`config.mk`:
```
export PLATFORM = sky130hd
export DESIGN_NAME = ubaBus
export DESIGN_NICKNAME = d
export VERILOG_FILES = /design/src/verilog/ks10BusPkg.sv /design/src/verilog/ubaBus.sv /design/src/verilog/ubaDevice.sv /design/src/verilog/busMux.sv /design/src/verilog/busArbiter.sv
export SDC_FILE = /design/constraint.sdc
export NUM_CORES = 1
export LEC_CHECK = 0
export ABC_AREA = 1
export BUFFER_PORTS_ARGS = -buffer_cell sky130_fd_sc_hd__buf_4
export CAP_MARGIN = 30
export CORE_MARGIN = 4
export CORE_UTILIZATION = 50
export CTS_CLUSTER_SIZE = 40
export DETAILED_ROUTE_END_ITERATION = 7
export PLACE_DENSITY = 0.75
export SLEW_MARGIN = 20
export SYNTH_ARGS = -nofsm -noshare
export SYNTH_HDL_FRONTEND = slang
export SYNTH_SLANG_ARGS = --single-unit
```
`constraint.sdc`:
```
create_clock -name clk -period 7.44 [get_ports clk]
set_input_delay 1.488 -clock clk [delete_from_list [all_inputs] [get_ports clk]]
set_output_delay 1.488 -clock clk [all_outputs]
set_load 0.01 [all_outputs]
```
`src/verilog/ks10BusPkg.sv`:
```
/*
   KS-10 backplane definitions
   Bus word types, cycle and acknowledge structs, address fields, arbiter states
*/

package ks10BusPkg;

   //////////////////////////////
   // Word types
   //////////////////////////////

   typedef logic [0:35] addrT;             // KS-10 bit order, bit 0 is MSB
   typedef logic [0:35] dataT;
   typedef logic [0:3]  devNumT;           // UBA device number

   // Address field positions
   parameter int writeBit = 0;             // Write flag
   parameter int devField = 14;            // Device number in bits 14 to 17
   parameter int regField = 34;            // Register select in bits 34 and 35

   //////////////////////////////
   // Bus structs
   //////////////////////////////

   // Cycle from an initiator, or the arbiter broadcast
   typedef struct packed
   {
      logic req;                           // Level, held until ack
      addrT addr;
      dataT data;                          // Write data
   } busCycleT;

   // Target acknowledge
   typedef struct packed
   {
      logic ack;                           // One cycle pulse
      dataT data;                          // Read data
   } busAckT;

   // Arbiter FSM
   typedef enum logic [1:0]
   {
      arbIdle,                             // Waiting for an initiator
      arbCpu,                              // CPU cycle out to the devices
      arbDma,                              // DMA cycle out to memory
      arbDone                              // CPU result registered
   } arbStateT;

endpackage
```
`src/verilog/ubaBus.sv`:
```
/*
   KS-10 I/O backplane
   Arbiter, bus mux and the two UBA devices, numbers 1 and 3
*/

`timescale 1ns/100ps

module ubaBus
#(
   parameter int ackTimeout = 16                // Target ack timeout
)
(
   input  logic                 clk,
   input  logic                 rst,
   // CPU port
   input  ks10BusPkg::busCycleT cpuCycle,
   output logic                 cpuAck,
   output ks10BusPkg::dataT     cpuRdata,
   output logic                 cpuNxm,
   // DMA strobes
   input  logic                 dmaGo1,
   input  logic                 dmaGo3,
   // Memory port
   output ks10BusPkg::busCycleT memCycle,
   input  logic                 memAck
);

   import ks10BusPkg::*;

   //////////////////////////////
   // Backplane nets
   //////////////////////////////

   busCycleT tgtCycle;                          // Arbiter broadcast
   busAckT   tgtAck;                            // Merged ack
   busCycleT dmaCycle;                          // Selected initiator
   logic     dmaAck;
   busCycleT tgt1, tgt3;                        // Broadcast copies
   busAckT   ack1, ack3;
   busCycleT init1, init3;
   logic     dmaAck1, dmaAck3;

   busArbiter #(
      .ackTimeout (ackTimeout)
   ) arbiter_inst (
      .clk      (clk),
      .rst      (rst),
      .cpuCycle (cpuCycle),
      .cpuAck   (cpuAck),
      .cpuNxm   (cpuNxm),
      .cpuRdata (cpuRdata),
      .tgtCycle (tgtCycle),
      .tgtAck   (tgtAck),
      .dmaCycle (dmaCycle),
      .memAck   (memAck),
      .memCycle (memCycle),
      .dmaAck   (dmaAck)
   );

   busMux mux_inst (
      .tgtCycle (tgtCycle),
      .tgtAck   (tgtAck),
      .dmaCycle (dmaCycle),
      .dmaAck   (dmaAck),
      .tgt1     (tgt1),
      .ack1     (ack1),
      .init1    (init1),
      .dmaAck1  (dmaAck1),
      .tgt3     (tgt3),
      .ack3     (ack3),
      .init3    (init3),
      .dmaAck3  (dmaAck3)
   );

   //////////////////////////////
   // UBA devices
   //////////////////////////////

   ubaDevice #(
      .ubaNum (1)
   ) uba1_inst (
      .clk       (clk),
      .rst       (rst),
      .tgtCycle  (tgt1),
      .tgtAck    (ack1),
      .dmaGo     (dmaGo1),
      .dmaAck    (dmaAck1),
      .initCycle (init1)
   );

   ubaDevice #(
      .ubaNum (3)
   ) uba3_inst (
      .clk       (clk),
      .rst       (rst),
      .tgtCycle  (tgt3),
      .tgtAck    (ack3),
      .dmaGo     (dmaGo3),
      .dmaAck    (dmaAck3),
      .initCycle (init3)
   );

endmodule

```
`src/verilog/ubaDevice.sv`:
```
/*
   UBA device
   Four-register bus target plus a single-word DMA write initiator.
   Register 0 holds the DMA address, register 1 the DMA data
*/

`timescale 1ns/100ps

module ubaDevice
#(
   parameter int ubaNum = 1                     // Device number on the bus
)
(
   input  logic                 clk,
   input  logic                 rst,
   input  ks10BusPkg::busCycleT tgtCycle,       // Broadcast cycle
   output ks10BusPkg::busAckT   tgtAck,
   input  logic                 dmaGo,          // Start a DMA write
   input  logic                 dmaAck,         // DMA done
   output ks10BusPkg::busCycleT initCycle       // Our DMA request
);

   import ks10BusPkg::*;

   localparam devNumT myDev = devNumT'(ubaNum);

   dataT       regFile [4];
   logic       hit;                             // Addressed, not yet acked
   logic       isWrite;
   logic [1:0] regSel;
   addrT       dmaAddr;                         // Reg 0 with write flag

   //////////////////////////////
   // Target decode
   //////////////////////////////

   always_comb
   begin
      // Hold off a second ack while the arbiter drops req
      hit     = tgtCycle.req && !tgtAck.ack &&
                (tgtCycle.addr[devField +: $bits(devNumT)] == myDev);
      isWrite = tgtCycle.addr[writeBit];
      regSel  = tgtCycle.addr[regField +: 2];
      dmaAddr = regFile[0];
      dmaAddr[writeBit] = 1'b1;                 // DMA always writes
   end

   //////////////////////////////
   // Registers and DMA
   //////////////////////////////

   always_ff @(posedge clk)
   begin
      if (rst)
      begin
         for (int i = 0; i < 4; i++)
         begin
            regFile[i] <= '0;
         end
         tgtAck    <= '0;
         initCycle <= '0;
      end
      else
      begin
         tgtAck.ack <= hit;                     // One cycle after req
         if (hit)
            tgtAck.data <= isWrite ? '0 : regFile[regSel];

         // DMA initiator
         if (initCycle.req && dmaAck)
         begin
            initCycle.req <= 1'b0;              // Drops the cycle after ack
            regFile[0]    <= regFile[0] + 1'b1; // Next address
         end
         else if (dmaGo && !initCycle.req)      // Ignored while pending
         begin
            initCycle.req  <= 1'b1;
            initCycle.addr <= dmaAddr;
            initCycle.data <= regFile[1];
         end

         // CPU write on the ack edge, wins over the address increment
         if (hit && isWrite)
            regFile[regSel] <= tgtCycle.data;
      end
   end

   // Fields stay put until the arbiter answers
   dmaHold: assert property (@(posedge clk) disable iff (rst)
      initCycle.req && !dmaAck |=>
         initCycle.req && $stable(initCycle.addr) && $stable(initCycle.data));

endmodule

```
`src/verilog/busMux.sv`:
```
/*
   UBA bus multiplexer
   Fixed priority select of the DMA initiators, UBA1 over UBA3, and merge of
   the target acks. The arbiter broadcast goes to both devices
*/

`timescale 1ns/100ps

module busMux
(
   // Arbiter side
   input  ks10BusPkg::busCycleT tgtCycle,       // Broadcast from arbiter
   output ks10BusPkg::busAckT   tgtAck,         // Merged target ack
   output ks10BusPkg::busCycleT dmaCycle,       // Selected initiator
   input  logic                 dmaAck,
   // UBA1
   output ks10BusPkg::busCycleT tgt1,
   input  ks10BusPkg::busAckT   ack1,
   input  ks10BusPkg::busCycleT init1,
   output logic                 dmaAck1,
   // UBA3
   output ks10BusPkg::busCycleT tgt3,
   input  ks10BusPkg::busAckT   ack3,
   input  ks10BusPkg::busCycleT init3,
   output logic                 dmaAck3
);

   import ks10BusPkg::*;

   //////////////////////////////
   // Initiator select
   //////////////////////////////

   always_comb
   begin
      if (init1.req)
      begin
         dmaCycle = init1;                      // UBA1 wins
         dmaAck1  = dmaAck;
         dmaAck3  = 1'b0;
      end
      else
      begin
         dmaCycle = init3;                      // req low when idle too
         dmaAck1  = 1'b0;
         dmaAck3  = dmaAck;
      end
   end

   //////////////////////////////
   // Target ack merge
   //////////////////////////////

   always_comb
   begin
      if (ack1.ack)
         tgtAck = ack1;
      else
         tgtAck = ack3;
      tgt1 = tgtCycle;                          // Broadcast
      tgt3 = tgtCycle;
   end

   // Device numbers differ, so one target at most
   always_comb
   begin
      ackOneHot: assert final (!(ack1.ack && ack3.ack));
   end

endmodule

```
`src/verilog/busArbiter.sv`:
```
/*
   KS-10 bus arbiter
   Grants the backplane to the CPU or one UBA DMA initiator at a time.
   Unanswered CPU cycles time out and complete as NXM
*/

`timescale 1ns/100ps

module busArbiter
#(
   parameter int ackTimeout = 16                // Cycles to wait for a target ack
)
(
   input  logic                 clk,
   input  logic                 rst,
   input  ks10BusPkg::busCycleT cpuCycle,       // Held until cpuAck
   output logic                 cpuAck,         // One cycle
   output logic                 cpuNxm,         // Valid with cpuAck
   output ks10BusPkg::dataT     cpuRdata,       // Valid with cpuAck
   output ks10BusPkg::busCycleT tgtCycle,       // Broadcast to the devices
   input  ks10BusPkg::busAckT   tgtAck,         // Merged device acks
   input  ks10BusPkg::busCycleT dmaCycle,       // Winning DMA initiator
   input  logic                 memAck,
   output ks10BusPkg::busCycleT memCycle,       // To external memory
   output logic                 dmaAck          // Back to the mux
);

   import ks10BusPkg::*;

   localparam int timerW = $clog2(ackTimeout + 1);

   arbStateT          state;
   addrT              cpuAddr;                  // Latched CPU cycle
   dataT              cpuWdata;
   logic [timerW-1:0] timer;                    // Cycles without ack

   //////////////////////////////
   // CPU cycle latch
   //////////////////////////////

   always_ff @(posedge clk)
   begin
      if (state == arbIdle)
      begin
         cpuAddr  <= cpuCycle.addr;             // Frozen once arbCpu starts
         cpuWdata <= cpuCycle.data;
      end
   end

   //////////////////////////////
   // Arbiter FSM
   //////////////////////////////

   always_ff @(posedge clk)
   begin
      if (rst)
      begin
         state    <= arbIdle;
         timer    <= '0;
         cpuAck   <= 1'b0;
         cpuNxm   <= 1'b0;
         cpuRdata <= '0;
      end
      else
      begin
         cpuAck <= 1'b0;                        // Default low
         case (state)
            arbIdle:
            begin
               timer <= '0;
               // The request is still high in the cycle of its own ack
               if (cpuCycle.req && !cpuAck)
                  state <= arbCpu;              // CPU first
               else if (dmaCycle.req)
                  state <= arbDma;
            end
            arbCpu:
            begin
               if (tgtAck.ack)
               begin
                  cpuRdata <= tgtAck.data;
                  cpuNxm   <= 1'b0;
                  state    <= arbDone;
               end
               else if (timer == timerW'(ackTimeout - 1))
               begin
                  cpuRdata <= '0;               // Nobody home
                  cpuNxm   <= 1'b1;
                  state    <= arbDone;
               end
               else
               begin
                  timer <= timer + 1'b1;
               end
            end
            arbDma:
            begin
               if (memAck)                      // No timeout on memory
                  state <= arbIdle;
            end
            arbDone:
            begin
               cpuAck <= 1'b1;
               state  <= arbIdle;
            end
            default:
            begin
               state <= arbIdle;
            end
         endcase
      end
   end

   //////////////////////////////
   // Bus outputs
   //////////////////////////////

   always_comb
   begin
      tgtCycle.req  = (state == arbCpu);
      tgtCycle.addr = cpuAddr;
      tgtCycle.data = cpuWdata;
      // Memory follows the mux winner, so UBA1 can take over a pending
      // DMA. Memory commits the cycle it sees together with memAck
      memCycle.req  = (state == arbDma);
      memCycle.addr = dmaCycle.addr;
      memCycle.data = dmaCycle.data;
      dmaAck        = (state == arbDma) && memAck;   // Same winner as memory saw
   end

   // Devices and memory never see a cycle at once
   busExclusive: assert property (@(posedge clk) disable iff (rst)
      !(tgtCycle.req && memCycle.req));

   // CPU completion is a single pulse
   cpuAckPulse: assert property (@(posedge clk) disable iff (rst)
      cpuAck |=> !cpuAck);

endmodule

```
# Word level (Yosys, flattened, before mapping)

Memory sizes are Yosys's and may differ from the RTL's. A register that Yosys moved wholly into a read port is not among the register bits.
Cells that the tools add are included.
Widths: inputs -> output; s select.

Add/subtract/negate cells: 3
$mul: 0
Div/mod/pow operators: 0
Magnitude comparators: 0
Equality and inequality tests: 11
Shift-type cells: 0
Multiplexer cells: 44
Bitwise gates (word level): 4
Reductions and logical operators: 29

Operators by type and width:

| operator              | number |
|---|---|
| $mux 36               | 8 |
| $mux 73               | 1 |
| $add 36x1->36 const B | 2 |
| $reduce_or 36->1      | 2 |
| $mux 37               | 1 |
| $mux 1                | 21 |
| $mux 2                | 9 |
| $logic_and 1x1->1     | 12 |
| $mux 5                | 2 |
| $pmux 5 s2            | 1 |
| $pmux 2 s4            | 1 |
| $reduce_and 2->1      | 3 |
| $reduce_and 3->1      | 2 |
| $add 5x1->5 const B   | 1 |
| $eq 5x4->1 const B    | 1 |
| $logic_not 1->1       | 5 |
| $eq 2x2->1 const B    | 2 |
| $eq 4x1->1 const B    | 1 |
| $eq 4x2->1 const B    | 1 |
| $ne 2x2->1 const B    | 2 |
| $reduce_bool 2->1     | 2 |
| $reduce_or 2->1       | 2 |
| $ne 3x2->1 const B    | 1 |
| $ne 3x3->1 const B    | 1 |
| other kinds (5)       | 7 |

Flip-flop bits (word level): 265
Latch bits: 0
Bits in writable memories: 288
Memory bits (read-only): 0
Output and inout port bits: 111
Logic and storage cells: 108
Memories kept: 2

Memory list:

| memory            | depth | bits a word | rd ports | clocked after memory_dff | write ports | line            | source |
|---|---|---|---|---|---|---|---|
| uba1_inst.regFile | 4     | 36          | 3        | 2                        | 4           | ubaDevice.sv:27 | `dataT regFile [4];` |
| uba3_inst.regFile | 4     | 36          | 3        | 2                        | 4           | ubaDevice.sv:27 |  |

# Longest topological paths before layout

Depth after elaboration: 9
Mapped depth: 11
Mapped depth without buffers: 11

# Cells and area by module

A second synthesis with hierarchy kept.

Cell total of the unflattened synthesis: 3433
Area, all modules: 29823.6 µm²

Modules (own cells, without submodules):

| module                 | instances | cells each | area an instance (µm²) | seq. area each (µm²) |
|---|---|---|---|---|
| ubaDevice at uba1_inst | 1         | 1281       | 11489.8                | 6526.3 |
| ubaDevice at uba3_inst | 1         | 1280       | 11327.1                | 6526.3 |
| busArbiter             | 1         | 372        | 4513.1                 | 3062.9 |
| busMux                 | 1         | 500        | 2493.6                 | 0.0 |

# Worst setup path after synthesis

OpenSTA, ideal clock, no wires.

Kind: reg-to-reg
Start point: register uba1_inst.tgtAck[36] (netlist name)
End point: memory uba1_inst.regFile[3][0] (netlist name) (enable)
Library setup time: 0.530 ns
Arrival: 4.741 ns
Data required time: 6.910 ns
Slack: 2.169 ns
Cell stages (with the launch flop): 8
Path buffers: 2
Path through: dfxtp_1 -> buf_2 -> inv_1 -> nand3_1 -> nor3_4 -> inv_2 -> buf_2 -> o41ai_1

RTL lines:

| what            | line            | source |
|---|---|---|
| start, declared | ubaDevice.sv:17 | `output ks10BusPkg::busAckT tgtAck,` |
| end, declared   | ubaDevice.sv:27 |  |

==> impl_metrics.csv <==
group,metric,value,unit
power,irDropWorstVdd,202.6,uV
hold_path,min_delay_startpoint,"arbiter_inst.cpuRdata[11]",
layout,final_cell_mix,"sky130_fd_sc_hd__nand2_1, sky130_fd_sc_hd__nor2_1, sky130_fd_sc_hd__o21ai_0",
detailed_routing,drt-wirelength-per-cell,23.04,um
clock_network,cts_hold_repair.buffers,0,
clock_network,post_cts.repair.setup_buffers,0,
timing,worst_margin_pin_slew,1.001,ns
outcome,outcome,"complete, no violations",
worst_setup_path,worstSetupStartpoint,"rst",
hold_path,hold_path.class,"reg -> reg",
floorplan,design.core.area,52870,um^2
yosys,number_of_flops_mapped_to_enable_cells_by_yosys,331,
worst_setup_path,critPathLaunchType,"input pin",
floorplan,io_pins,189,
timing,fin_crit_sh,65.22,%
yosys,synth-seq-area-share,56.95,%
power,power.density_cell_area,258.1,nW/um^2
layout,n_antenna_cell,0,
grt,via_count_of_the_first_global_routing_pass,21650,
clock_network,clock-sinks,598,
floorplan,dieWidth,239.7,um
worst_setup_path,crit_type,"in -> reg",
timing,grt_setup_unrepaired,"false",
timing,max_freq,0.2061,GHz
place,hpwl,63350,um
clock_network,cell_at_the_root_of_the_clock_tree,"sky130_fd_sc_hd__clkbuf_16",
timing,setup-violations-final,0,
layout,drive_above_1_share,10.86,%
worst_setup_path,arrival,5.14,ns
power,cell_internal_pwr,0.005683,W
worst_setup_path,reg2reg_from,"arbiter_inst.state[0]",
detailed_routing,route.vias.total,23750,
run,maxCapViolations,0,
clock_network,clk-insertion-delay-late,0.63,ns
yosys,synth_nets,3284,
worst_setup_path,required,7.72,ns
floorplan,floorplan.rows,84,
detailed_routing,drt_antenna_net_count,0,
yosys,synth.ff_latch_count,598,
timing,fin_setup_tns,0,ns
timing,slew_viol_final,0,
yosys,synthesis.instances,3202,
clock_network,post_cts_clock_slew_at_the_launch_and_capture_registers_of_the_worst_setup_and_hold_paths,0.06,ns
yosys,mappedNetlistArea,26840,um^2
timing,final_hold_viol_count,0,
clock_network,htree_num_levels,2,
floorplan,die_h,239.7,um
clock_network,tritoncts,"yes",
place,place.port_buffers,159,
yosys,synth.avg_cell_area,8.382,um^2
power,clock_share_of_power,39.0,%
timing,fin_crit,4.853,ns
timing,max-slew-margin-rel,33.28,%
timing,final.setup_skew,0.01658,ns
floorplan,die_area,57450,um^2
grt,antenna_found_initial,3,
power,comb_power_share,12.1,%
grt,grt_overflow_total,0,
detailed_routing,detail_route.drc_violations,0,
yosys,yosys_most_used_dff,"sky130_fd_sc_hd__edfxtp_1",
yosys,async_flop_share,0,%
detailed_routing,routed_wirelength,92410,um
detailed_routing,detail_route.first_pass.iterations,6,
floorplan,initial_utilization,50.77,%
layout,mostFrequentLayoutCell,"sky130_fd_sc_hd__nand2_1",
power,sw_frac_of_total,27.57,%
timing,worst_slack_on_hold_paths,0.4598,ns
yosys,netlist-cell-type-count,41,
worst_setup_path,setup.worst_path.end_class,"flop",
clock_network,cts_repair_resize_count,0,
grt,grt_start_max_net_pins,107,
clock_network,cts-buffers-inserted,59,
yosys,synthesis.yosys.warnings,0,
worst_setup_path,crit_path_max_fanout,74,
power,leakage,11.83,nW
clock_network,ctsLongestPathBuffers,3,
grt,track_usage,31.37,%
power,switching_power,0.002163,W
layout,net_count_of_the_finished_layout,3355,
place,gpl.final_weighted_congestion,0.9969,
power,power.total,0.007846,W
power,seq_power_share,49.0,%
grt,grt_pass1_wl,134600,um
layout,area.growth.synth_to_final,13.24,%
detailed_routing,viasPerCell,5.922,
detailed_routing,drtIter0Drc,3450,
## power by group through the flow
| stage | logic (W) | clock network, W | registers, W |
|---|---|---|---|
| finish | 0.000948 | 0.00306 | 0.00384 |
| global route | 0.00103 | 0.00321 | 0.00385 |
| CTS | 0.000921 | 0.00306 | 0.00384 |
| detailed placement | 0.000916 | 0 | 0.00390 |
| global placement | 0.000903 | 0 | 0.00390 |
| floorplan | 0.000602 | 0 | 0.00380 |
## stage by stage
step / area (um^2) / instances / util (%) / setup WS (ns)
4_1_cts: 30370 / 4010 / 57.44 / 2.720
3_5_place_dp: 28400 / 3899 / 53.73 / 2.040
2_1_floorplan: 26840 / 3202 / - / 2.169
3_3_place_gp: 28400 / 3899 / 53.73 / 2.106
6_report: 30390 / 4011 / 57.49 / 2.587
5_1_grt: 30390 / 4011 / 57.49 / 2.376
## path summary, 6_finish.rpt
path	end	slack, ns	cells past startpoint
worst min-delay path	arbiter_inst.cpuRdata[11]	0.46	2
worst max-delay path	uba1_inst.regFile[1][19]	2.59	8
worst max register to register	uba3_inst.regFile[2][4]	3.61	8
worst min register to register	arbiter_inst.cpuRdata[11]	0.46	2
## area by class of cell
type | count | area, um^2
clock buffers | 90 | 1789
inverters | 238 | 899.6
well taps | 688 | 860.8
repair buffers | 194 | 1476
clock inverters | 21 | 173.9
multi-input cells | 2182 | 9901
flip-flops and latches | 598 | 15290
fillers | 4725 | 22470
## worst max-delay path, stage by stage
cell	delay, ns
sky130_fd_sc_hd__buf_4	0.28
sky130_fd_sc_hd__inv_4	0.52
sky130_fd_sc_hd__buf_4	0.74
sky130_fd_sc_hd__nand4_1	0.24
sky130_fd_sc_hd__nor2_1	0.24
sky130_fd_sc_hd__inv_2	0.37
sky130_fd_sc_hd__nand2_1	0.66
sky130_fd_sc_hd__buf_4	0.49
## registers in the layout, indices dropped and copies added, names as in the netlist, named ones only
signal,cells
arbiter_inst.cpuNxm,1
uba1_inst.initCycle,73
uba3_inst.tgtAck,37
arbiter_inst.cpuWdata,36
arbiter_inst.timer,5
arbiter_inst.cpuAck,1
arbiter_inst.state,2
arbiter_inst.cpuAddr,7
arbiter_inst.cpuRdata,36
uba1_inst.regFile,144
uba3_inst.regFile,144
uba3_inst.initCycle,73
uba1_inst.tgtAck,37
## cell families (layout without fill, tap and decap cells)
family / count (synthesis) / count (layout) / share of synthesized area (%)
fa+ha+maj: 4 / 4 / 0.1865
flops: 598 / 598 / 56.95
simple gates: 1327 / 1327 / 19.96
compound gates: 847 / 847 / 16.49
buf+inv: 422 / 543 / 6.288
xor+xnor: 4 / 4 / 0.1305
## metal layers
metal | global-route usage (%) | part of all wire, %
met1 | 44.22 | 39
met2 | 45.53 | 42
met3 | 6.287 | 12
met4 | 17.26 | 6.3
met5 | 0 | 0.014
## Yosys cell counts (3+ instances only)
cell type	instances	area share (%)
sky130_fd_sc_hd__edfxtp_1	331	37
sky130_fd_sc_hd__clkbuf_1	127	1.8
sky130_fd_sc_hd__nand2_4	10	0.42
sky130_fd_sc_hd__o211ai_1	24	0.67
sky130_fd_sc_hd__a21oi_1	353	6.6
sky130_fd_sc_hd__or2_2	3	0.070
sky130_fd_sc_hd__nand4_1	8	0.19
sky130_fd_sc_hd__ha_1	4	0.19
sky130_fd_sc_hd__nand3_1	112	2.1
sky130_fd_sc_hd__inv_1	227	3.2
sky130_fd_sc_hd__a21oi_2	26	0.85
sky130_fd_sc_hd__o21ai_0	403	7.5
sky130_fd_sc_hd__nand2_1	734	10
sky130_fd_sc_hd__nor3_1	8	0.15
sky130_fd_sc_hd__nor3_4	4	0.24
sky130_fd_sc_hd__and2_1	13	0.30
sky130_fd_sc_hd__nor2_1	423	5.9
sky130_fd_sc_hd__inv_2	8	0.11
sky130_fd_sc_hd__buf_1	21	0.29
sky130_fd_sc_hd__o22ai_1	4	0.093
sky130_fd_sc_hd__dfxtp_1	267	20
sky130_fd_sc_hd__xor2_1	4	0.13
sky130_fd_sc_hd__buf_6	6	0.25
sky130_fd_sc_hd__o21ai_1	29	0.54
sky130_fd_sc_hd__nor2_2	5	0.12
sky130_fd_sc_hd__buf_2	27	0.50
(Power assumes the default switching activity.)
